`src/hw/softmax_pkg.sv`:
```
package softmax_pkg;

  localparam int MAX_NODES = 8;
  localparam int COEF_W    = 4;
  localparam int EXP_W     = 16;
  // room for MAX_NODES times 2^15
  localparam int SUM_W     = 19;
  // unsigned 1.15 weights
  localparam int OUT_W     = 16;
  // holds MAX_NODES itself as well as every index
  localparam int NODE_W    = 4;
  // load cycle plus log2(MAX_NODES) adder levels
  localparam int SUM_LAT   = 4;
  // one quotient bit per stage
  localparam int DIV_LAT   = OUT_W;

  typedef logic [COEF_W-1:0] coef_t;
  typedef logic [EXP_W-1:0]  exp_t;
  typedef logic [SUM_W-1:0]  sum_t;
  typedef logic [OUT_W-1:0]  alpha_t;
  typedef logic [NODE_W-1:0] node_idx_t;

  typedef coef_t  [MAX_NODES-1:0] coef_vec_t;
  typedef alpha_t [MAX_NODES-1:0] alpha_vec_t;

  typedef struct packed {
    coef_vec_t coefs;
    node_idx_t num_nodes;
  } sm_req_t;

  typedef struct packed {
    alpha_vec_t alpha;
    node_idx_t  num_nodes;
  } sm_rsp_t;

endpackage
```
`src/hw/softmax_top.sv`:
```
`timescale 1ns/1ns

module softmax_top (
  input  logic                  clk,
  input  logic                  rst_n,
  input  logic                  i_valid,
  input  softmax_pkg::sm_req_t  i_req,
  output logic                  o_ready,
  output softmax_pkg::sm_rsp_t  o_rsp,
  output logic                  o_done
);
  import softmax_pkg::*;

  logic      accept;
  logic      sum_valid;
  sum_t      sum;
  node_idx_t rd_idx;
  exp_t      rd_exp;

  // exponent lookup for the division stream
  exp_buffer u_exp_buffer (
    .clk      (clk),
    .rst_n    (rst_n),
    .i_accept (accept),
    .i_coefs  (i_req.coefs),
    .i_rd_idx (rd_idx),
    .o_rd_exp (rd_exp)
  );

  // runs alongside the buffer on the same request
  sum_reducer u_sum_reducer (
    .clk         (clk),
    .rst_n       (rst_n),
    .i_accept    (accept),
    .i_coefs     (i_req.coefs),
    .i_num_nodes (i_req.num_nodes),
    .o_sum_valid (sum_valid),
    .o_sum       (sum)
  );

  normalizer u_normalizer (
    .clk         (clk),
    .rst_n       (rst_n),
    .i_valid     (i_valid),
    .i_num_nodes (i_req.num_nodes),
    .o_ready     (o_ready),
    .o_accept    (accept),
    .i_sum_valid (sum_valid),
    .i_sum       (sum),
    .o_rd_idx    (rd_idx),
    .i_rd_exp    (rd_exp),
    .o_rsp       (o_rsp),
    .o_done      (o_done)
  );

endmodule

```
`src/hw/normalizer.sv`:
```
`timescale 1ns/1ns

module normalizer (
  input  logic                   clk,
  input  logic                   rst_n,
  input  logic                   i_valid,
  input  softmax_pkg::node_idx_t i_num_nodes,
  output logic                   o_ready,
  output logic                   o_accept,
  input  logic                   i_sum_valid,
  input  softmax_pkg::sum_t      i_sum,
  output softmax_pkg::node_idx_t o_rd_idx,
  input  softmax_pkg::exp_t      i_rd_exp,
  output softmax_pkg::sm_rsp_t   o_rsp,
  output logic                   o_done
);
  import softmax_pkg::*;

  typedef enum logic [1:0] {IDLE, SUM_WAIT, ISSUE, DRAIN} state_t;

  state_t     state_q;
  node_idx_t  n_q;
  node_idx_t  issue_cnt_q;
  node_idx_t  col_cnt_q;
  logic       div_valid_q;
  exp_t       dividend_q;
  logic       q_valid;
  alpha_t     quotient;
  logic       last_col;
  alpha_vec_t alpha_q;
  alpha_vec_t alpha_nxt;
  sm_rsp_t    rsp_q;
  logic       done_q;

  assign o_ready  = (state_q == IDLE);
  assign o_accept = i_valid && o_ready;
  assign o_rd_idx = issue_cnt_q;
  assign o_rsp    = rsp_q;
  assign o_done   = done_q;

  assign last_col = q_valid && (col_cnt_q == n_q - 1'b1);

  // quotients come back in issue order
  always_comb begin
    alpha_nxt            = alpha_q;
    alpha_nxt[col_cnt_q] = quotient;
  end

  always_ff @(posedge clk) begin
    if (!rst_n) begin
      state_q     <= IDLE;
      issue_cnt_q <= '0;
      col_cnt_q   <= '0;
      div_valid_q <= 1'b0;
      done_q      <= 1'b0;
      rsp_q       <= '0;
    end else begin
      div_valid_q <= (state_q == ISSUE);
      done_q      <= last_col;
      case (state_q)
        IDLE: begin
          if (o_accept) begin
            state_q <= SUM_WAIT;
          end
        end
        SUM_WAIT: begin
          if (i_sum_valid) begin
            state_q <= ISSUE;
          end
        end
        ISSUE: begin
          // wrap to zero so the index never leaves the node range
          if (issue_cnt_q == n_q - 1'b1) begin
            issue_cnt_q <= '0;
            state_q     <= DRAIN;
          end else begin
            issue_cnt_q <= issue_cnt_q + 1'b1;
          end
        end
        DRAIN: begin
          if (last_col) begin
            state_q <= IDLE;
          end
        end
        default: state_q <= IDLE;
      endcase
      if (q_valid) begin
        col_cnt_q <= last_col ? '0 : col_cnt_q + 1'b1;
      end
      // response only changes together with the done pulse
      if (last_col) begin
        rsp_q.alpha     <= alpha_nxt;
        rsp_q.num_nodes <= n_q;
      end
    end
  end

  // working vector and divider operand
  always_ff @(posedge clk) begin
    dividend_q <= i_rd_exp;
    if (o_accept) begin
      n_q     <= i_num_nodes;
      alpha_q <= '0;
    end else if (q_valid) begin
      alpha_q <= alpha_nxt;
    end
  end

  // sum is held by sum_reducer for the whole request
  fxp_div_pipe u_div (
    .clk        (clk),
    .rst_n      (rst_n),
    .i_valid    (div_valid_q),
    .i_dividend (dividend_q),
    .i_divisor  (i_sum),
    .o_valid    (q_valid),
    .o_quotient (quotient)
  );

  // divider latency exceeds the longest issue burst
  a_collect_in_drain: assert property (
    @(posedge clk) disable iff (!rst_n)
    q_valid |-> (state_q == DRAIN)
  );

endmodule

```
`src/hw/fxp_div_pipe.sv`:
```
`timescale 1ns/1ns

module fxp_div_pipe (
  input  logic                clk,
  input  logic                rst_n,
  input  logic                i_valid,
  input  softmax_pkg::exp_t   i_dividend,
  input  softmax_pkg::sum_t   i_divisor,
  output logic                o_valid,
  output softmax_pkg::alpha_t o_quotient
);
  import softmax_pkg::*;

  // qs shifts numerator bits out at the top and quotient bits in at the bottom
  typedef struct packed {
    sum_t   rem;
    alpha_t qs;
  } div_step_t;

  logic [DIV_LAT-1:0] vld_q;
  sum_t               rem_q [DIV_LAT-1];
  sum_t               dvs_q [DIV_LAT-1];
  alpha_t             qs_q  [DIV_LAT];
  div_step_t          step  [DIV_LAT];

  // one restoring step
  function automatic div_step_t div_step(sum_t rem, alpha_t qs, sum_t dvs);
    logic [SUM_W:0] trial;
    div_step_t      res;
    trial = {rem, qs[OUT_W-1]};
    if (trial >= {1'b0, dvs}) begin
      trial  = trial - {1'b0, dvs};
      res.qs = {qs[OUT_W-2:0], 1'b1};
    end else begin
      res.qs = {qs[OUT_W-2:0], 1'b0};
    end
    res.rem = trial[SUM_W-1:0];
    return res;
  endfunction

  // numerator is dividend << (OUT_W-1), upper bits start as the remainder
  always_comb begin
    step[0] = div_step(sum_t'(i_dividend >> 1),
                       {i_dividend[0], {(OUT_W-1){1'b0}}}, i_divisor);
    for (int k = 1; k < DIV_LAT; k++) begin
      step[k] = div_step(rem_q[k-1], qs_q[k-1], dvs_q[k-1]);
    end
  end

  always_ff @(posedge clk) begin
    if (!rst_n) begin
      vld_q <= '0;
    end else begin
      vld_q <= {vld_q[DIV_LAT-2:0], i_valid};
    end
  end

  always_ff @(posedge clk) begin
    dvs_q[0] <= i_divisor;
    for (int k = 1; k < DIV_LAT-1; k++) begin
      dvs_q[k] <= dvs_q[k-1];
    end
    // last stage needs no remainder
    for (int k = 0; k < DIV_LAT-1; k++) begin
      rem_q[k] <= step[k].rem;
    end
    for (int k = 0; k < DIV_LAT; k++) begin
      qs_q[k] <= step[k].qs;
    end
  end

  assign o_valid    = vld_q[DIV_LAT-1];
  assign o_quotient = qs_q[DIV_LAT-1];

  a_divisor_nonzero: assert property (
    @(posedge clk) disable iff (!rst_n)
    i_valid |-> (i_divisor != '0)
  );

endmodule

```
`src/hw/sum_reducer.sv`:
```
`timescale 1ns/1ns

module sum_reducer (
  input  logic                   clk,
  input  logic                   rst_n,
  input  logic                   i_accept,
  input  softmax_pkg::coef_vec_t i_coefs,
  input  softmax_pkg::node_idx_t i_num_nodes,
  output logic                   o_sum_valid,
  output softmax_pkg::sum_t      o_sum
);
  import softmax_pkg::*;

  // one valid bit per register level
  logic [SUM_LAT-1:0] vld_q;

  sum_t lvl0_q [MAX_NODES];
  sum_t lvl1_q [MAX_NODES/2];
  sum_t lvl2_q [MAX_NODES/4];
  sum_t lvl3_q;

  always_ff @(posedge clk) begin
    if (!rst_n) begin
      vld_q <= '0;
    end else begin
      vld_q <= {vld_q[SUM_LAT-2:0], i_accept};
    end
  end

  // load stage, nodes past the count add nothing
  always_ff @(posedge clk) begin
    if (i_accept) begin
      for (int k = 0; k < MAX_NODES; k++) begin
        if (node_idx_t'(k) < i_num_nodes) begin
          lvl0_q[k] <= sum_t'(1) << i_coefs[k];
        end else begin
          lvl0_q[k] <= '0;
        end
      end
    end
  end

  // pairwise tree, each level enabled by its own valid bit
  always_ff @(posedge clk) begin
    if (vld_q[0]) begin
      for (int k = 0; k < MAX_NODES/2; k++) begin
        lvl1_q[k] <= lvl0_q[2*k] + lvl0_q[2*k+1];
      end
    end
    if (vld_q[1]) begin
      for (int k = 0; k < MAX_NODES/4; k++) begin
        lvl2_q[k] <= lvl1_q[2*k] + lvl1_q[2*k+1];
      end
    end
    // final sum holds until the next request reaches this level
    if (vld_q[2]) begin
      lvl3_q <= lvl2_q[0] + lvl2_q[1];
    end
  end

  assign o_sum_valid = vld_q[SUM_LAT-1];
  assign o_sum       = lvl3_q;

  a_node_count: assert property (
    @(posedge clk) disable iff (!rst_n)
    i_accept |-> (i_num_nodes != '0) && (i_num_nodes <= node_idx_t'(MAX_NODES))
  );

endmodule

```
`src/hw/exp_buffer.sv`:
```
`timescale 1ns/1ns

module exp_buffer (
  input  logic                   clk,
  input  logic                   rst_n,
  input  logic                   i_accept,
  input  softmax_pkg::coef_vec_t i_coefs,
  input  softmax_pkg::node_idx_t i_rd_idx,
  output softmax_pkg::exp_t      o_rd_exp
);
  import softmax_pkg::*;

  coef_vec_t coefs_q;
  coef_t     sel_coef;

  // coefficients stay put for the whole request
  always_ff @(posedge clk) begin
    if (i_accept) begin
      coefs_q <= i_coefs;
    end
  end

  // 2^coef is a one-hot decode of the selected coefficient
  always_comb begin
    sel_coef = coefs_q[i_rd_idx];
    o_rd_exp = '0;
    for (int b = 0; b < EXP_W; b++) begin
      o_rd_exp[b] = (sel_coef == coef_t'(b));
    end
  end

  // the normalizer never steps past the last node slot
  a_rd_idx_range: assert property (
    @(posedge clk) disable iff (!rst_n)
    i_rd_idx < node_idx_t'(MAX_NODES)
  );

endmodule

```
`config.mk`:
```
export PLATFORM = sky130hd
export DESIGN_NAME = softmax_top
export DESIGN_NICKNAME = d
export VERILOG_FILES = /design/src/hw/softmax_pkg.sv /design/src/hw/softmax_top.sv /design/src/hw/normalizer.sv /design/src/hw/fxp_div_pipe.sv /design/src/hw/sum_reducer.sv /design/src/hw/exp_buffer.sv
export SDC_FILE = /design/constraint.sdc
export NUM_CORES = 2
export LEC_CHECK = 0
export CAP_MARGIN = 20
export CORE_AREA = 2 2 384 386
export CTS_BUF_LIST = sky130_fd_sc_hd__clkbuf_2 sky130_fd_sc_hd__clkbuf_4 sky130_fd_sc_hd__clkbuf_8
export CTS_CLUSTER_DIAMETER = 40
export DETAILED_ROUTE_END_ITERATION = 10
export DIE_AREA = 0 0 386 388
export DONT_BUFFER_PORTS = 1
export PLACE_DENSITY = 0.58
export SYNTH_ARGS = -nofsm -noshare
export SYNTH_HDL_FRONTEND = slang
export SYNTH_SLANG_ARGS = --single-unit
export TNS_END_PERCENT = 10
```
`constraint.sdc`:
```
create_clock -name clk -period 10.9 [get_ports clk]
set_clock_uncertainty 0.2 [all_clocks]
set_input_delay 0.545 -clock clk [delete_from_list [all_inputs] [get_ports clk]]
set_output_delay 0.545 -clock clk [all_outputs]
set_load 0.03 [all_outputs]
```
; Word-level counts from Yosys, hierarchy flattened
; Memories as Yosys holds them, arrays and structs flattened.
; Index checks and enable logic that the tools add are counted.
; Widths: inputs -> output; s select.
[totals]
reg_bits = 363
latchBits = 0
mem_bits_rw = 1092
romBits = 0
input_bits = 39
wordCells = 242
memories = 6
[classes]
n_addsub = 25
multipliers = 0
div_mod_pow = 0
n_lt_le_gt_ge = 27
n_eq_ne = 24
shifts = 8
n_mux = 103
bitwise_logic = 8
n_reduce_logical = 6
[memory_table]
columns = name, depth, word_bits, rd, rd_clocked_by_memory_dff, write_ports, line
row1 = u_normalizer.u_div.dvs_q, 15, 19, 15, 0, 15, fxp_div_pipe.sv:22  ; sum_t dvs_q [DIV_LAT-1];
row2 = u_normalizer.u_div.rem_q, 15, 19, 15, 0, 15, fxp_div_pipe.sv:21  ; sum_t rem_q [DIV_LAT-1];
row3 = u_normalizer.u_div.qs_q, 16, 16, 16, 0, 16, fxp_div_pipe.sv:23  ; alpha_t qs_q [DIV_LAT];
row4 = u_sum_reducer.lvl0_q, 8, 19, 8, 0, 8, sum_reducer.sv:17  ; sum_t lvl0_q [MAX_NODES];
row5 = u_sum_reducer.lvl1_q, 4, 19, 4, 0, 4, sum_reducer.sv:18  ; sum_t lvl1_q [MAX_NODES/2];
row6 = u_sum_reducer.lvl2_q, 2, 19, 2, 0, 2, sum_reducer.sv:19  ; sum_t lvl2_q [MAX_NODES/4];
[op_table]
columns = cell, count
row1 = $mux 19, 23
row2 = $ge 20x19->1, 15
row3 = $sub 19x19->19, 14
row4 = $shl 1x4->19 const A, 8
row5 = $add 19x19->19, 7
row6 = $bwmux 128, 1
row7 = $mux 1, 68
row8 = $demux 16 s3, 1
row9 = $eq 4x4->1 const B, 8
row10 = $ge 16x19->1, 1
row11 = $sub 16x19->19, 1
row12 = $eq 4x3->1 const B, 4
row13 = $lt 3x4->1 const A, 4
row14 = $mux 16, 1
row15 = $bmux 4 s3, 1
row16 = $mux 4, 3
row17 = $add 4x1->4 const B, 2
row18 = $eq 4x2->1 const B, 2
row19 = $eq 4x4->1, 2
row20 = $lt 1x4->1 const A, 2
row21 = $lt 2x4->1 const A, 2
row22 = $lt 4x4->1 const B, 2
row23 = $mux 2, 4
row24 = $or 1x1->1, 8
row25 = other kinds (12), 17

; Depth between registers and ports, before layout
[logic_depth]
ltp_word = 5
mapped_depth = 12
depth_no_buf = 11

; Hierarchy
; A second synthesis with hierarchy kept.
[unflattened]
hier_cells = 5898
area_unflattened_um2 = 59608.4
[by_module_without_submodules]
columns = module, instances, cells_each, area_each_um2, seq_area_each_um2
row1 = fxp_div_pipe, 1, 3319, 32453.6, 14453.9
row2 = sum_reducer, 1, 1223, 13953.4, 7457.2
row3 = normalizer, 1, 1289, 11841.4, 5885.6
row4 = exp_buffer, 1, 67, 1360.1, 960.9

; Worst setup path after synthesis
; No wires, ideal clock.
[synth_timing]
path_type = register to register
start = register u_normalizer.state_q[0]
end = register u_exp_buffer.coefs_q[0] in the netlist's numbering (enable)
setup_ns = 0.548
arrival_ns = 4.802
required_time_ns = 10.152
path_slack_ns = 5.350
stages_incl_launch_ff = 6
path_buffers = 1
period_less_slack_ns = 5.550
cell_sequence = dfxtp_1 > inv_1 > ha_1 > nand2_1 > inv_1 > clkbuf_1
[synth_between]
elab_chain_len = 2
[synth_lines]
columns = item, line
row1 = from (decl), normalizer.sv:21  ; state_t state_q;
row2 = from (signal assigned), normalizer.sv:51  ; state_q <= IDLE;
row3 = from (signal assigned), normalizer.sv:63  ; state_q <= SUM_WAIT;
row4 = from (signal assigned), normalizer.sv:68  ; state_q <= ISSUE;
row5 = $logic_not 2->1, normalizer.sv:35  ; assign o_ready = (state_q == IDLE);
row6 = net o_ready, softmax_top.sv:8  ; output logic o_ready,
row7 = $logic_and 1x1->1, normalizer.sv:36  ; assign o_accept = i_valid && o_ready;
row8 = net accept, softmax_top.sv:14  ; logic accept;
row9 = to (signal assigned), exp_buffer.sv:19  ; coefs_q <= i_coefs;
row10 = to (decl), exp_buffer.sv:13  ; coef_vec_t coefs_q;
; The timed path passes the listed nets, and every way through them passes these cells.
; A chain may end at the register's enable or synchronous reset.

==> impl_metrics.py <==
metrics = {
    "job": {
        "max_cap_viol_count": 0,
    },
    "floorplan": {
        "coreArea_um2": 145000,
        "start_util_pct": 39.9,
        "row_count": 140,
        "die_w_um": 386,
        "die_area_um2": 150000,
        "die_height_um": 388,
        "ios": 173,
    },
    "finish": {
        "area_growth_pct": 13.0,
        "nets": 6247,
        "final_cell_mix": "dfxtp_1 (1029), nand2_1 (611), a21oi_1 (445)",
        "postLayoutCoreUtil_pct": 45.1,
        "mostFrequentLayoutCell": "dfxtp_1",
        "drive_above_1_share_pct": 11.6,
    },
    "drt": {
        "routed_wl_um": 137000,
        "vias_per_cell": 5.06,
        "antenna_left": 0,
        "drt_first_pass_iters": 5,
        "drt_iter0_drc": 2089,
        "remaining_drc_errors": 0,
        "vias": 39800,
        "routedWlPerCell_um": 17.4,
    },
    "global_routing": {
        "grt_pass1_vias": 39900,
        "grt_pass1_wl_um": 216000,
        "grt_use_total_pct": 18.0,
        "antenna_found_initial": 2,
        "grt_use_met3_pct": 3.66,
        "globalRouteMet2Util_pct": 31.6,
        "gr-usage-met1_pct": 21.6,
        "grt_max_degree": 265,
        "grt_overflow": 0,
        "grt.busiest_layer": "met2",
    },
    "clocking": {
        "htreeDepth": 4,
        "ctsRootBufferMaster": "clkbuf_8",
        "cts_tree": "done",
        "post-cts-setup-buffer-count": 0,
        "holdBufCountCts": 40,
        "clock-sinks": 1301,
        "cts_max_path_buffers": 3,
        "clk-insertion-delay-late_ps": 940,
        "cts_resized": 0,
        "cts_buffers": 221,
        "clk_pin_slew_worst_paths_ps": 60,
    },
    "sta": {
        "finalSetupTns_ps": 0,
        "relSlewSlack_pct": 17.4,
        "setup_viol": 0,
        "max_freq_mhz": 244,
        "rsz0062_at_grt": "false",
        "drv_slew": 0,
        "finalHoldViolCount": 0,
        "worst_pin_slew_ps": 1240,
        "min_period_ps": 4100,
        "period_share_pct": 37.6,
    },
    "power_and_ir_drop": {
        "p_int_mw": 12.0,
        "p_sw_mw": 6.27,
        "power.density_nw_per_um2": 280,
        "power.leakage_nw": 29.1,
        "swShare_pct": 34.2,
        "clockPowerShare_pct": 26.4,
        "worst_ir_drop_vdd_v": 0.000134,
        "combPwrFrac_pct": 36.3,
        "p_seq_share_pct": 37.3,
    },
    "synthesis": {
        "muxShareOfSynthArea_pct": 6.86,
        "synthSimpleGateAreaFrac_pct": 11.0,
        "synthFlopType": "dfxtp_1",
        "synth_compound_area_share_pct": 13.8,
        "syn_inst": 5642,
        "async_reset_ff_share_pct": 0,
        "synth_warnings": 0,
        "syn-num-nets": 6127,
        "yosys.area.top_type_share_pct": 35.6,
        "yosysSeqAreaShare_pct": 49.6,
        "yosys.area.top_type": "dfxtp_1",
        "synth_cell_types": 78,
        "synth_fa_ha_area_share_pct": 9.92,
        "syn_area_um2": 57900,
        "synth_edf_count": 271,
        "yosys_register_bits": 1301,
        "synth_top_family_by_area": "compound AO/OA/AOI/OAI gates",
        "synth.area.top_cells": "dfxtp_1 (36%), edfxtp_1 (14%), ha_1 (9.2%), nand2_1 (4.0%), a21oi_1 (3.8%)",
        "post_synth_xor_area_fraction_pct": 5.06,
        "avgSynthCellArea_um2": 10.3,
    },
    "placed_design": {
        "numPortBuffers": 0,
        "gp_congestion": 0.846,
        "hpwl_um": 99300,
    },
    "run_status": {
        "status": "completed",
    },
    "setup_path": {
        "critPathKind": "flip-flop to flip-flop",
        "cp.required_ps": 11500,
        "worst_setup_path_start_kind": "flip-flop",
        "arrival_ps": 4690,
        "end_kind": "flip-flop",
        "path_max_fanout": 19,
    },
    "worst_hold_path": {
        "min_path_type": "flip-flop to flip-flop",
    },
}
## critical path: stages, from the launching register on
cell and delay [ps]:
dfxtp_1 330, inv_1 50, ha_1 330, nand3_1 140, or2_2 330, a2111oi_0 810
o21a_1 280, o21ai_0 150, o211ai_1 130, a311o_1 500, buf_4 350, mux2_2 360
## cells in the mapped netlist, drive strengths merged, types with 20 or more instances
library cell and count:
a21o 144, a21oi 446, a31oi 34, and2 48, and3 30, clkbuf 154
dfxtp 1030, edfxtp 271, fa 22, ha 424, inv 404, mux2 195
mux2i 153, nand2 611, nand2b 60, nand3 69, nand4 27, nor2 332
nor2b 46, nor3 114, o211a 131, o21a 36, o21ai 192, o21bai 61
or2 20, xnor2 218, xor2 117
## worst paths after layout
kind	startpoint	end	slack [ps]	cells after the start
max	u_normalizer.u_div.dvs_q[1][48]	u_normalizer.u_div.rem_q[1][58]	6800	11
max reg2reg	u_normalizer.u_div.dvs_q[1][48]	u_normalizer.u_div.rem_q[1][58]	6800	11
min	u_normalizer.u_div.qs_q[1][110]	u_normalizer.u_div.qs_q[1][127]	120	0
min reg2reg	u_normalizer.u_div.qs_q[1][110]	u_normalizer.u_div.qs_q[1][127]	120	0
## final cells by class
type                    instances  area (um^2)
diodes                          3         7.51
fillers                     13700        79700
clock inverters                80          961
flip-flops and latches       1301        28800
clock buffers                 328         4080
repair buffers                 67          664
inverters                     404         1520
multi-input cells            3767        27100
well taps                    1917         2400
## per-stage QoR
step / total power [mW] / hold slack, ps / setup slack (ps) / std cells / area, um^2
after floorplan: 12.0 / 110 / 5350 / 5642 / 57900
after global placement: 13.4 / 110 / 6850 / 7413 / 60000
after detailed placement: 13.5 / 112 / 6820 / 7414 / 60000
after CTS: 18.5 / 46.9 / 6780 / 7862 / 65400
after global routing: 19.6 / 99.8 / 6450 / 7866 / 65500
final: 18.3 / 115 / 6800 / 7867 / 65500
## power by group through the flow
stage | Clock, mW | Sequential [mW] | Combinational [mW]
2_1_floorplan | 0 | 6.60 | 5.35
3_3_place_gp | 0 | 6.94 | 6.46
3_5_place_dp | 0 | 6.95 | 6.55
4_1_cts | 4.97 | 6.85 | 6.65
5_1_grt | 5.19 | 6.94 | 7.44
6_report | 4.84 | 6.83 | 6.64
## registers in the layout (all words and copies together), names as in the netlist, 19 cells and up
| register | flops |
|---|---|
| u_normalizer.u_div.qs_q | 136 |
| u_normalizer.alpha_q | 128 |
| u_sum_reducer.lvl0_q | 128 |
| u_normalizer.u_div.rem_q | 285 |
| u_sum_reducer.lvl2_q | 36 |
| u_exp_buffer.coefs_q | 32 |
| u_sum_reducer.o_sum | 19 |
| u_sum_reducer.lvl1_q | 68 |
| u_normalizer.u_div.dvs_q | 285 |
| u_normalizer.o_rsp | 132 |
## cells by family (layout without fill, tap and decap cells)
| logic type | Yosys count | in the layout |
|---|---|---|
| AND/OR/NAND/NOR | 1420 | 1420 |
| flip-flops | 1301 | 1301 |
| AO/OA/AOI/OAI | 1210 | 1210 |
| buffers and inverters | 574 | 879 |
| adder cells (fa/ha/maj) | 446 | 446 |
| multiplexers | 356 | 356 |
| XOR/XNOR | 335 | 335 |
| other | 0 | 3 |
## layer usage
metal	vias up	share of wire, %
li1	20000	-
met1	19000	43
met2	674	49
met3	246	4.3
met4	0	3.1
met5	-	0
No activity file was read; power rests on OpenSTA's default activity.
